**config.mk**
```make
export PLATFORM = sky130hd
export DESIGN_NAME = blur_top
export DESIGN_NICKNAME = d
export VERILOG_FILES = /design/src/common/line_pkg.sv /design/src/common/row_read_if.sv /design/src/common/column_if.sv /design/src/line_buffer/row_ram.sv /design/src/line_buffer/line_buffer.sv /design/src/source/pixel_intake.sv /design/src/source/row_scanner.sv /design/src/source/window_filter.sv /design/src/source/blur_top.sv
export SDC_FILE = /design/constraint.sdc
export NUM_CORES = 2
export LEC_CHECK = 0
export BUFFER_PORTS_ARGS = -buffer_cell sky130_fd_sc_hd__buf_2
export CAP_MARGIN = 20
export CORE_MARGIN = 2
export CORE_UTILIZATION = 50
export DETAILED_ROUTE_END_ITERATION = 10
export PLACE_DENSITY = 0.71
export SLEW_MARGIN = 40
export SYNTH_ARGS = -nofsm -noshare
export SYNTH_HDL_FRONTEND = slang
export SYNTH_HIERARCHICAL = 1
export SYNTH_SLANG_ARGS = --single-unit
export TNS_END_PERCENT = 10
```
**constraint.sdc**
```tcl
create_clock -name clk -period 9.8 [get_ports clk]
set_clock_uncertainty 0.05 [all_clocks]
set_input_delay 2.94 -clock clk [delete_from_list [all_inputs] [get_ports clk]]
set_output_delay 2.94 -clock clk [all_outputs]
set_load 0.05 [all_outputs]
```
**src/common/line_pkg.sv**
```systemverilog
`default_nettype none

package line_pkg;

  // Pixel and kernel geometry
  localparam int PIX_W = 8;
  localparam int ROWS = 3;
  localparam int MAX_ROW_WIDTH = 64;

  // Column address and row width counters
  localparam int ADDR_W = $clog2(MAX_ROW_WIDTH);
  localparam int WIDTH_W = ADDR_W + 1;

  // Write order over the rotating rows
  localparam int ORDER_W = $clog2(ROWS);

  // Kernel weights add up to 16
  localparam int NORM_SHIFT = 4;
  localparam int WSUM_W = PIX_W + NORM_SHIFT;

  typedef logic [PIX_W-1:0] pixel_t;
  typedef logic [ADDR_W-1:0] addr_t;
  typedef logic [WIDTH_W-1:0] width_t;

  // Oldest row sits in the lowest slot
  typedef logic [ROWS*PIX_W-1:0] column_t;

  typedef logic [WSUM_W-1:0] wsum_t;

endpackage

`default_nettype wire

```
**src/common/row_read_if.sv**
```systemverilog
`timescale 1ns/1ns
`default_nettype none

interface row_read_if import line_pkg::*; ();

  logic    rd_en;
  addr_t   rd_addr;
  column_t rd_column;
  logic    rows_full;
  // Frees the oldest row after a full scan
  logic    row_release;

  modport initiator (
    output rd_en,
    output rd_addr,
    output row_release,
    input  rd_column,
    input  rows_full
  );

  modport target (
    input  rd_en,
    input  rd_addr,
    input  row_release,
    output rd_column,
    output rows_full
  );

endinterface

`default_nettype wire

```
**src/common/column_if.sv**
```systemverilog
`timescale 1ns/1ns
`default_nettype none

interface column_if import line_pkg::*; ();

  logic    col_valid;
  logic    col_ready;
  column_t col_pixels;
  // High on column 0 of a row
  logic    col_first;

  modport source (
    output col_valid,
    output col_pixels,
    output col_first,
    input  col_ready
  );

  modport sink (
    input  col_valid,
    input  col_pixels,
    input  col_first,
    output col_ready
  );

endinterface

`default_nettype wire

```
**src/line_buffer/row_ram.sv**
```systemverilog
`timescale 1ns/1ns
`default_nettype none

module row_ram import line_pkg::*; (
  input  logic   clk,
  input  logic   wr_en,
  input  addr_t  wr_addr,
  input  pixel_t wr_data,
  input  logic   rd_en,
  input  addr_t  rd_addr,
  output pixel_t rd_data
);

  // One image row held in block RAM
  pixel_t mem [MAX_ROW_WIDTH];

  always_ff @(posedge clk) begin
    if (wr_en) begin
      mem[wr_addr] <= wr_data;
    end
  end

  // Registered read port
  always_ff @(posedge clk) begin
    if (rd_en) begin
      rd_data <= mem[rd_addr];
    end
  end

endmodule

`default_nettype wire

```
**src/line_buffer/line_buffer.sv**
```systemverilog
`timescale 1ns/1ns
`default_nettype none

module line_buffer import line_pkg::*; (
  input  logic       clk,
  input  logic       rst,
  input  width_t     row_width,
  input  logic       wr_en,
  input  pixel_t     wr_data,
  output logic       wr_stall,
  row_read_if.target rd
);

  // Row that takes the next write, also the oldest stored row
  logic [ORDER_W-1:0] wr_order;
  addr_t              wr_addr;
  logic [ROWS-1:0]    row_full;
  logic               wr_go;
  logic               row_end;
  pixel_t             ram_data [ROWS];
  column_t            rot_column;

  assign wr_stall = row_full[wr_order];
  assign wr_go = wr_en && !wr_stall;
  assign row_end = (width_t'(wr_addr) == row_width - width_t'(1));
  assign rd.rows_full = &row_full;

  for (genvar i = 0; i < ROWS; i++) begin : g_row
    row_ram row_ram_i (
      .clk     (clk),
      .wr_en   (wr_go && (wr_order == ORDER_W'(i))),
      .wr_addr (wr_addr),
      .wr_data (wr_data),
      .rd_en   (rd.rd_en),
      .rd_addr (rd.rd_addr),
      .rd_data (ram_data[i])
    );
  end

  // Rotate so the oldest row lands in slot 0
  always_comb begin
    for (int i = 0; i < ROWS; i++) begin
      rot_column[i*PIX_W +: PIX_W] = ram_data[(i + int'(wr_order)) % ROWS];
    end
  end

  assign rd.rd_column = rot_column;

  always_ff @(posedge clk) begin
    if (rst) begin
      wr_addr <= '0;
      wr_order <= '0;
      row_full <= '0;
    end else begin
      if (wr_go) begin
        if (row_end) begin
          // Move on to the next memory at the end of a row
          wr_addr <= '0;
          row_full[wr_order] <= 1'b1;
          if (wr_order == ORDER_W'(ROWS - 1)) begin
            wr_order <= '0;
          end else begin
            wr_order <= wr_order + 1'b1;
          end
        end else begin
          wr_addr <= wr_addr + 1'b1;
        end
      end
      // Writes stall during a scan and wr_order still points at the oldest row
      if (rd.row_release) begin
        row_full[wr_order] <= 1'b0;
      end
    end
  end

endmodule

`default_nettype wire

```
**src/source/pixel_intake.sv**
```systemverilog
`timescale 1ns/1ns
`default_nettype none

module pixel_intake import line_pkg::*; (
  input  logic   clk,
  input  logic   rst,
  input  logic   pix_req,
  input  pixel_t pix_data,
  output logic   pix_ack,
  input  logic   wr_stall,
  output logic   wr_en,
  output pixel_t wr_data
);

  typedef enum logic [1:0] {
    st_idle,
    st_acked,
    st_wait_release
  } state_t;

  state_t state;
  logic   accept;

  // Pixel goes in once the target row is free
  assign accept = pix_req && !wr_stall &&
                  ((state == st_idle) || (state == st_wait_release));

  always_ff @(posedge clk) begin
    if (rst) begin
      state <= st_idle;
      pix_ack <= 1'b0;
      wr_en <= 1'b0;
    end else begin
      wr_en <= accept;
      case (state)
        st_idle: begin
          if (pix_req) begin
            if (wr_stall) begin
              state <= st_wait_release;
            end else begin
              state <= st_acked;
              pix_ack <= 1'b1;
            end
          end
        end
        // Wait for the scanner to free a row
        st_wait_release: begin
          if (!wr_stall) begin
            state <= st_acked;
            pix_ack <= 1'b1;
          end
        end
        st_acked: begin
          if (!pix_req) begin
            state <= st_idle;
            pix_ack <= 1'b0;
          end
        end
        default: state <= st_idle;
      endcase
    end
  end

  always_ff @(posedge clk) begin
    if (accept) begin
      wr_data <= pix_data;
    end
  end

endmodule

`default_nettype wire

```
**src/source/row_scanner.sv**
```systemverilog
`timescale 1ns/1ns
`default_nettype none

module row_scanner import line_pkg::*; (
  input  logic          clk,
  input  logic          rst,
  input  width_t        row_width,
  row_read_if.initiator rd,
  column_if.source      col
);

  typedef enum logic [1:0] {
    st_idle,
    st_scan,
    st_release
  } state_t;

  state_t state;
  // Reads issued so far in this scan
  width_t col_cnt;
  logic   rd_pend;
  logic   slot_last;
  logic   col_take;

  assign col_take = col.col_valid && col.col_ready;

  // Read only into an empty slot with nothing in flight
  assign rd.rd_en = (state == st_scan) && !col.col_valid && !rd_pend &&
                    (col_cnt < row_width);
  assign rd.rd_addr = col_cnt[ADDR_W-1:0];
  assign rd.row_release = (state == st_release);

  always_ff @(posedge clk) begin
    if (rst) begin
      state <= st_idle;
      col_cnt <= '0;
      rd_pend <= 1'b0;
      col.col_valid <= 1'b0;
    end else begin
      rd_pend <= rd.rd_en;
      if (rd.rd_en) begin
        col_cnt <= col_cnt + 1'b1;
      end
      if (rd_pend) begin
        col.col_valid <= 1'b1;
      end else if (col_take) begin
        col.col_valid <= 1'b0;
      end
      case (state)
        st_idle: begin
          if (rd.rows_full) begin
            state <= st_scan;
            col_cnt <= '0;
          end
        end
        st_scan: begin
          if (col_take && slot_last) begin
            state <= st_release;
          end
        end
        st_release: state <= st_idle;
        default: state <= st_idle;
      endcase
    end
  end

  // col_cnt is already one ahead of the column being loaded
  always_ff @(posedge clk) begin
    if (rd_pend) begin
      col.col_pixels <= rd.rd_column;
      col.col_first <= (col_cnt == width_t'(1));
      slot_last <= (col_cnt == row_width);
    end
  end

endmodule

`default_nettype wire

```
**src/source/window_filter.sv**
```systemverilog
`timescale 1ns/1ns
`default_nettype none

module window_filter import line_pkg::*; (
  input  logic    clk,
  input  logic    rst,
  column_if.sink  col,
  output logic    res_req,
  output pixel_t  res_data,
  input  logic    res_ack
);

  typedef enum logic [1:0] {
    st_idle,
    st_send,
    st_finish
  } state_t;

  state_t  state;
  // win[0] is the leftmost column of the window
  column_t win [ROWS];
  logic [1:0] col_idx;
  logic [1:0] next_idx;
  logic    col_take;
  wsum_t   sum;

  // Vertical 1-2-1 weighting of one column
  function automatic wsum_t col_weight(column_t c);
    wsum_t acc;
    acc = wsum_t'(c[0 +: PIX_W]) +
          (wsum_t'(c[PIX_W +: PIX_W]) << 1) +
          wsum_t'(c[2*PIX_W +: PIX_W]);
    return acc;
  endfunction

  assign col.col_ready = (state == st_idle);
  assign col_take = col.col_valid && col.col_ready;

  // Column index in the row saturates at 2
  assign next_idx = col.col_first ? 2'd0 :
                    (col_idx == 2'd2) ? 2'd2 : col_idx + 2'd1;

  // Horizontal 1-2-1 over the window
  assign sum = col_weight(win[0]) + (col_weight(win[1]) << 1) + col_weight(win[2]);
  assign res_data = pixel_t'(sum >> NORM_SHIFT);

  always_ff @(posedge clk) begin
    if (rst) begin
      state <= st_idle;
      res_req <= 1'b0;
      col_idx <= '0;
    end else begin
      if (col_take) begin
        col_idx <= next_idx;
      end
      case (state)
        st_idle: begin
          if (col_take && (next_idx == 2'd2)) begin
            state <= st_send;
            res_req <= 1'b1;
          end
        end
        st_send: begin
          if (res_ack) begin
            state <= st_finish;
            res_req <= 1'b0;
          end
        end
        // Wait for the sink to drop ack before the next column
        st_finish: begin
          if (!res_ack) begin
            state <= st_idle;
          end
        end
        default: state <= st_idle;
      endcase
    end
  end

  always_ff @(posedge clk) begin
    if (col_take) begin
      win[0] <= win[1];
      win[1] <= win[2];
      win[2] <= col.col_pixels;
    end
  end

endmodule

`default_nettype wire

```
**src/source/blur_top.sv**
```systemverilog
`timescale 1ns/1ns
`default_nettype none

module blur_top import line_pkg::*; (
  input  logic   clk,
  input  logic   rst,
  input  width_t row_width,
  input  logic   pix_req,
  input  pixel_t pix_data,
  output logic   pix_ack,
  output logic   res_req,
  output pixel_t res_data,
  input  logic   res_ack
);

  logic   wr_en;
  pixel_t wr_data;
  logic   wr_stall;

  row_read_if rd_bus ();
  column_if   col_bus ();

  pixel_intake pixel_intake_i (
    .clk      (clk),
    .rst      (rst),
    .pix_req  (pix_req),
    .pix_data (pix_data),
    .pix_ack  (pix_ack),
    .wr_stall (wr_stall),
    .wr_en    (wr_en),
    .wr_data  (wr_data)
  );

  line_buffer line_buffer_i (
    .clk       (clk),
    .rst       (rst),
    .row_width (row_width),
    .wr_en     (wr_en),
    .wr_data   (wr_data),
    .wr_stall  (wr_stall),
    .rd        (rd_bus.target)
  );

  row_scanner row_scanner_i (
    .clk       (clk),
    .rst       (rst),
    .row_width (row_width),
    .rd        (rd_bus.initiator),
    .col       (col_bus.source)
  );

  window_filter window_filter_i (
    .clk      (clk),
    .rst      (rst),
    .col      (col_bus.sink),
    .res_req  (res_req),
    .res_data (res_data),
    .res_ack  (res_ack)
  );

endmodule

`default_nettype wire

```
==> impl_metrics.py <==
metrics = {
    "final_layout": {
        "area.growth.synth_to_final_pct": 10.9,
        "layout.nets": 3611,
        "drive_above_1_share_pct": 23.5,
    },
    "worst_setup_path": {
        "critical_path_class": "flop to primary output",
        "cp-startpoint": "window_filter_i/win[0][25]",
        "worstPathArrival_ns": 6.44,
        "reg2reg_from": "row_scanner_i/col_cnt[0]",
        "cp-end-kind": "primary output",
        "cp_data_required_time_ns": 6.81,
        "crit_fanout": 5,
        "rrSetupSlack_ns": 5.60,
        "ff2ff_path_depth": 6,
        "crit_path_start_kind": "flop",
        "r2r-end": "line_buffer_i/g_row[0].row_ram_i/rd_data[7]",
    },
    "sta": {
        "fin_crit_ns": 9.43,
        "setup_viol": 0,
        "hold_viol_final": 0,
        "slew_headroom_pct": 32.4,
        "max_freq_mhz": 106,
        "rsz0062_at_grt": "no",
        "whs_ns": 0.367,
        "max_slew.worst_pin.slew_ns": 1.01,
        "setup-tns-final_ns": 0,
        "min_period_over_period_pct": 96.2,
        "slew_viol_final": 0,
    },
    "pwr": {
        "p_int_uw": 11400,
        "finalPower_uw": 14200,
        "p_seq_share_pct": 56.2,
        "clockPowerShare_pct": 42.6,
        "vdd_ir_drop_max_v": 0.000172,
        "p_sw_share_pct": 19.3,
        "total_leakage_power_uw": 0.0226,
        "power.density_nw_per_um2": 187,
        "pwr-share-comb_pct": 1.2,
        "p_sw_uw": 2730,
    },
    "logic_synthesis": {
        "synth_common_cells": "1,666 x edfxtp_1, 378 x mux4_2, 272 x nor2_1",
        "postSynth.asyncResetShare_pct": 0,
        "synth_top_area_cell": "edfxtp_1",
        "ys_seq_area_share_pct": 74.2,
        "syn_inst": 3426,
        "yosysWarnings": 6,
        "syn-num-nets": 3530,
        "synth-seq-cells": 1697,
        "synth_edf_count": 1666,
        "ys_types": 77,
        "syn_avg_cell_area_um2": 19.9,
        "synth_ff_type": "edfxtp_1",
        "netlist_area_um2": 68300,
        "synth_top_area_share_pct": 73.3,
        "yosysMostFrequentCell": "edfxtp_1",
        "synth.area.top_cells": "edfxtp_1 73%, mux4_2 12%, nor2_1 1.5%",
    },
    "clock_network": {
        "clock_latency_ns": 0.79,
        "cts_made_buffers": 162,
        "cts_buffer_depth": 3,
        "cts_tree": "built",
        "cts_root_buf": "clkbuf_16",
        "cts.sinks": 1697,
        "h-tree-depth": 4,
        "path_clk_slew_ns": 0.06,
    },
    "detailed_routing": {
        "drtIter0Drc": 3961,
        "drt-wirelength-per-cell_um": 26.7,
        "wl_met3_mm": 13.3,
        "ant_nets": 0,
        "dr_wl_met2_mm": 68.7,
        "routed_via_density": 6.13,
        "dr_total_vias": 33187,
        "remaining_drc_errors": 0,
        "drtPass1Iterations": 5,
        "topRoutingLayerUsed": "met5",
        "met1_length_mm": 59.5,
        "wl_mm": 145,
    },
    "min_path": {
        "hold_depth": 0,
        "hold_class": "flop to flop",
        "min_to": "window_filter_i/win[0][59]",
        "hold_start": "row_scanner_i/col.col_pixels[11]",
    },
    "global_routing": {
        "overflow": 0,
        "track_usage_pct": 20.8,
        "grt_pass1_wl_mm": 216,
        "grt_antenna_before_repair": 6,
        "grt_pass1_vias": 33190,
        "grt_max_degree": 193,
    },
    "floorplanning": {
        "initial_core_util_pct": 50.4,
        "fp.dieW_um": 374,
        "fp-row-count": 135,
        "die-area_um2": 140000,
        "io_pins": 29,
        "die_height_um": 374,
        "core-area_um2": 135000,
    },
    "placed_design": {
        "place_congestion": 0.812,
        "dp_hpwl_mm": 83.7,
        "place.port_buffers": 28,
    },
    "run": {
        "cap_violations": 0,
    },
    "status": {
        "status": "finished, final reports clean",
    },
}
-- layout by cell type (no fill, tap or decap), drive strengths merged, types with 6 or more instances in the layout --
cell type / synthesis / routed
edfxtp: 1666 / 1666
mux4: 378 / 378
nor2: 273 / 273
clkbuf: 60 / 213
mux2i: 96 / 96
inv: 88 / 96
buf: 111 / 89
nand2: 88 / 88
clkinv: 0 / 57
nand3: 50 / 50
nor2b: 50 / 50
o21ai: 48 / 48
fa: 45 / 45
ha: 40 / 40
mux2: 39 / 39
a21oi: 31 / 31
dfxtp: 31 / 31
nor3: 29 / 29
o22ai: 27 / 27
nand2b: 27 / 27
o221ai: 24 / 24
a221oi: 20 / 20
a211oi: 15 / 15
xnor2: 15 / 15
nand3b: 13 / 13
nand4: 12 / 12
bufinv: 0 / 11
and2: 10 / 10
a22oi: 9 / 9
o2111ai: 9 / 9
o2bb2ai: 9 / 9
nor4: 9 / 9
a2111oi: 9 / 9
o21a: 8 / 8
o31ai: 7 / 7
o32ai: 7 / 7
xor2: 6 / 6
o221a: 6 / 6
o41ai: 6 / 6
nor3b: 6 / 6
-- final cells by class --
class / instances / area, um2
repair buffers: 89 / 902
multi-input cells: 1469 / 16500
inverters: 88 / 330
well taps: 1781 / 2230
fillers: 9899 / 59700
clock buffers: 213 / 4390
diodes: 2 / 5.00
clock inverters: 79 / 733
flip-flops and latches: 1697 / 50700
-- state kept, by name (all words and copies together) (netlist names), 2 cells and up --
name                                   flops
line_buffer_i/row_full                     3
pixel_intake_i/wr_data                     8
row_scanner_i/state                        2
line_buffer_i/wr_order                     2
row_scanner_i/col.col_pixels              24
pixel_intake_i/state                       2
line_buffer_i/g_row.row_ram_i/rd_data     24
row_scanner_i/col_cnt                      7
window_filter_i/state                      2
window_filter_i/col_idx                    2
line_buffer_i/g_row.row_ram_i/mem       1536
line_buffer_i/wr_addr                      6
window_filter_i/win                       72
-- what timing repair did --
item,4_1_cts,5_1_grt
setup buffers,0,1
pin swaps,0,2
gates resized for setup,5,2
endpoints found under the setup margin,5,5
hold buffers,0,0
-- power groups by stage --
stage          logic, uW  clock network [uW]  registers (uW)
2_1_floorplan       24.4                   0            8190
3_3_place_gp         152                   0            8120
3_5_place_dp         161                   0            8120
4_1_cts              161                6140            7970
5_1_grt              180                6410            7960
6_report             166                6040            7970
-- worst max-delay path: stages, from the launching register on --
cell	delay [ns]
edfxtp_1	0.41
fa_1	0.55
ha_1	0.18
inv_1	0.06
fa_1	0.41
nor2b_1	0.16
o21ai_0	0.14
a21boi_2	0.17
nor2_1	0.08
fa_1	0.48
inv_1	0.05
fa_1	0.50
fa_1	0.51
fa_1	0.51
inv_1	0.04
ha_2	0.33
nand4_1	0.11
nand2_1	0.08
a2111oi_4	0.41
o21ai_1	0.15
xnor2_1	0.15
buf_4	0.21
-- layer usage --
layer / up-vias / global-route usage (%)
met5: - / 0
met2: 1525 / 32.0
met4: 10 / 5.48
li1: 14086 / -
met3: 219 / 4.66
met1: 17347 / 30.3
-- stage by stage --
stage / util [%] / setup slack [ns] / cells / instance area (um2)
detailed placement: 51.9 / 0.713 / 5116 / 70200
floorplan: - / 0.720 / 3426 / 68300
finish: 55.9 / 0.368 / 5418 / 75700
global placement: 51.7 / 0.803 / 5112 / 70100
CTS: 55.6 / 0.0224 / 5408 / 75400
global route: 55.9 / 0.0264 / 5416 / 75700
-- cells by family (layout without fill, tap and decap cells) --
family | count (synthesis) | in the layout | share of synthesized area [%]
other cells | 0 | 2 | 0
xor+xnor | 21 | 21 | 0.297
flops | 1697 | 1697 | 74.2
mux | 513 | 513 | 14.5
buf+inv | 260 | 469 | 2.04
simple gates | 591 | 591 | 4.13
fa+ha+maj | 85 | 85 | 2.05
compound gates | 259 | 259 | 2.77
-- worst max-delay path by stage --
| stage | slack [ns] | depth (start not counted) | endpoint |
|---|---|---|---|
| after floorplan | 0.72 | 19 | res_data[6] |
| after detailed placement | 0.71 | 20 | res_data[5] |
| after global routing | 0.03 | 21 | res_data[7] |
| after CTS | 0.02 | 20 | res_data[6] |
| final | 0.37 | 21 | res_data[6] |
| after global placement | 0.80 | 20 | res_data[6] |
Power figures use the tool's default switching activity.
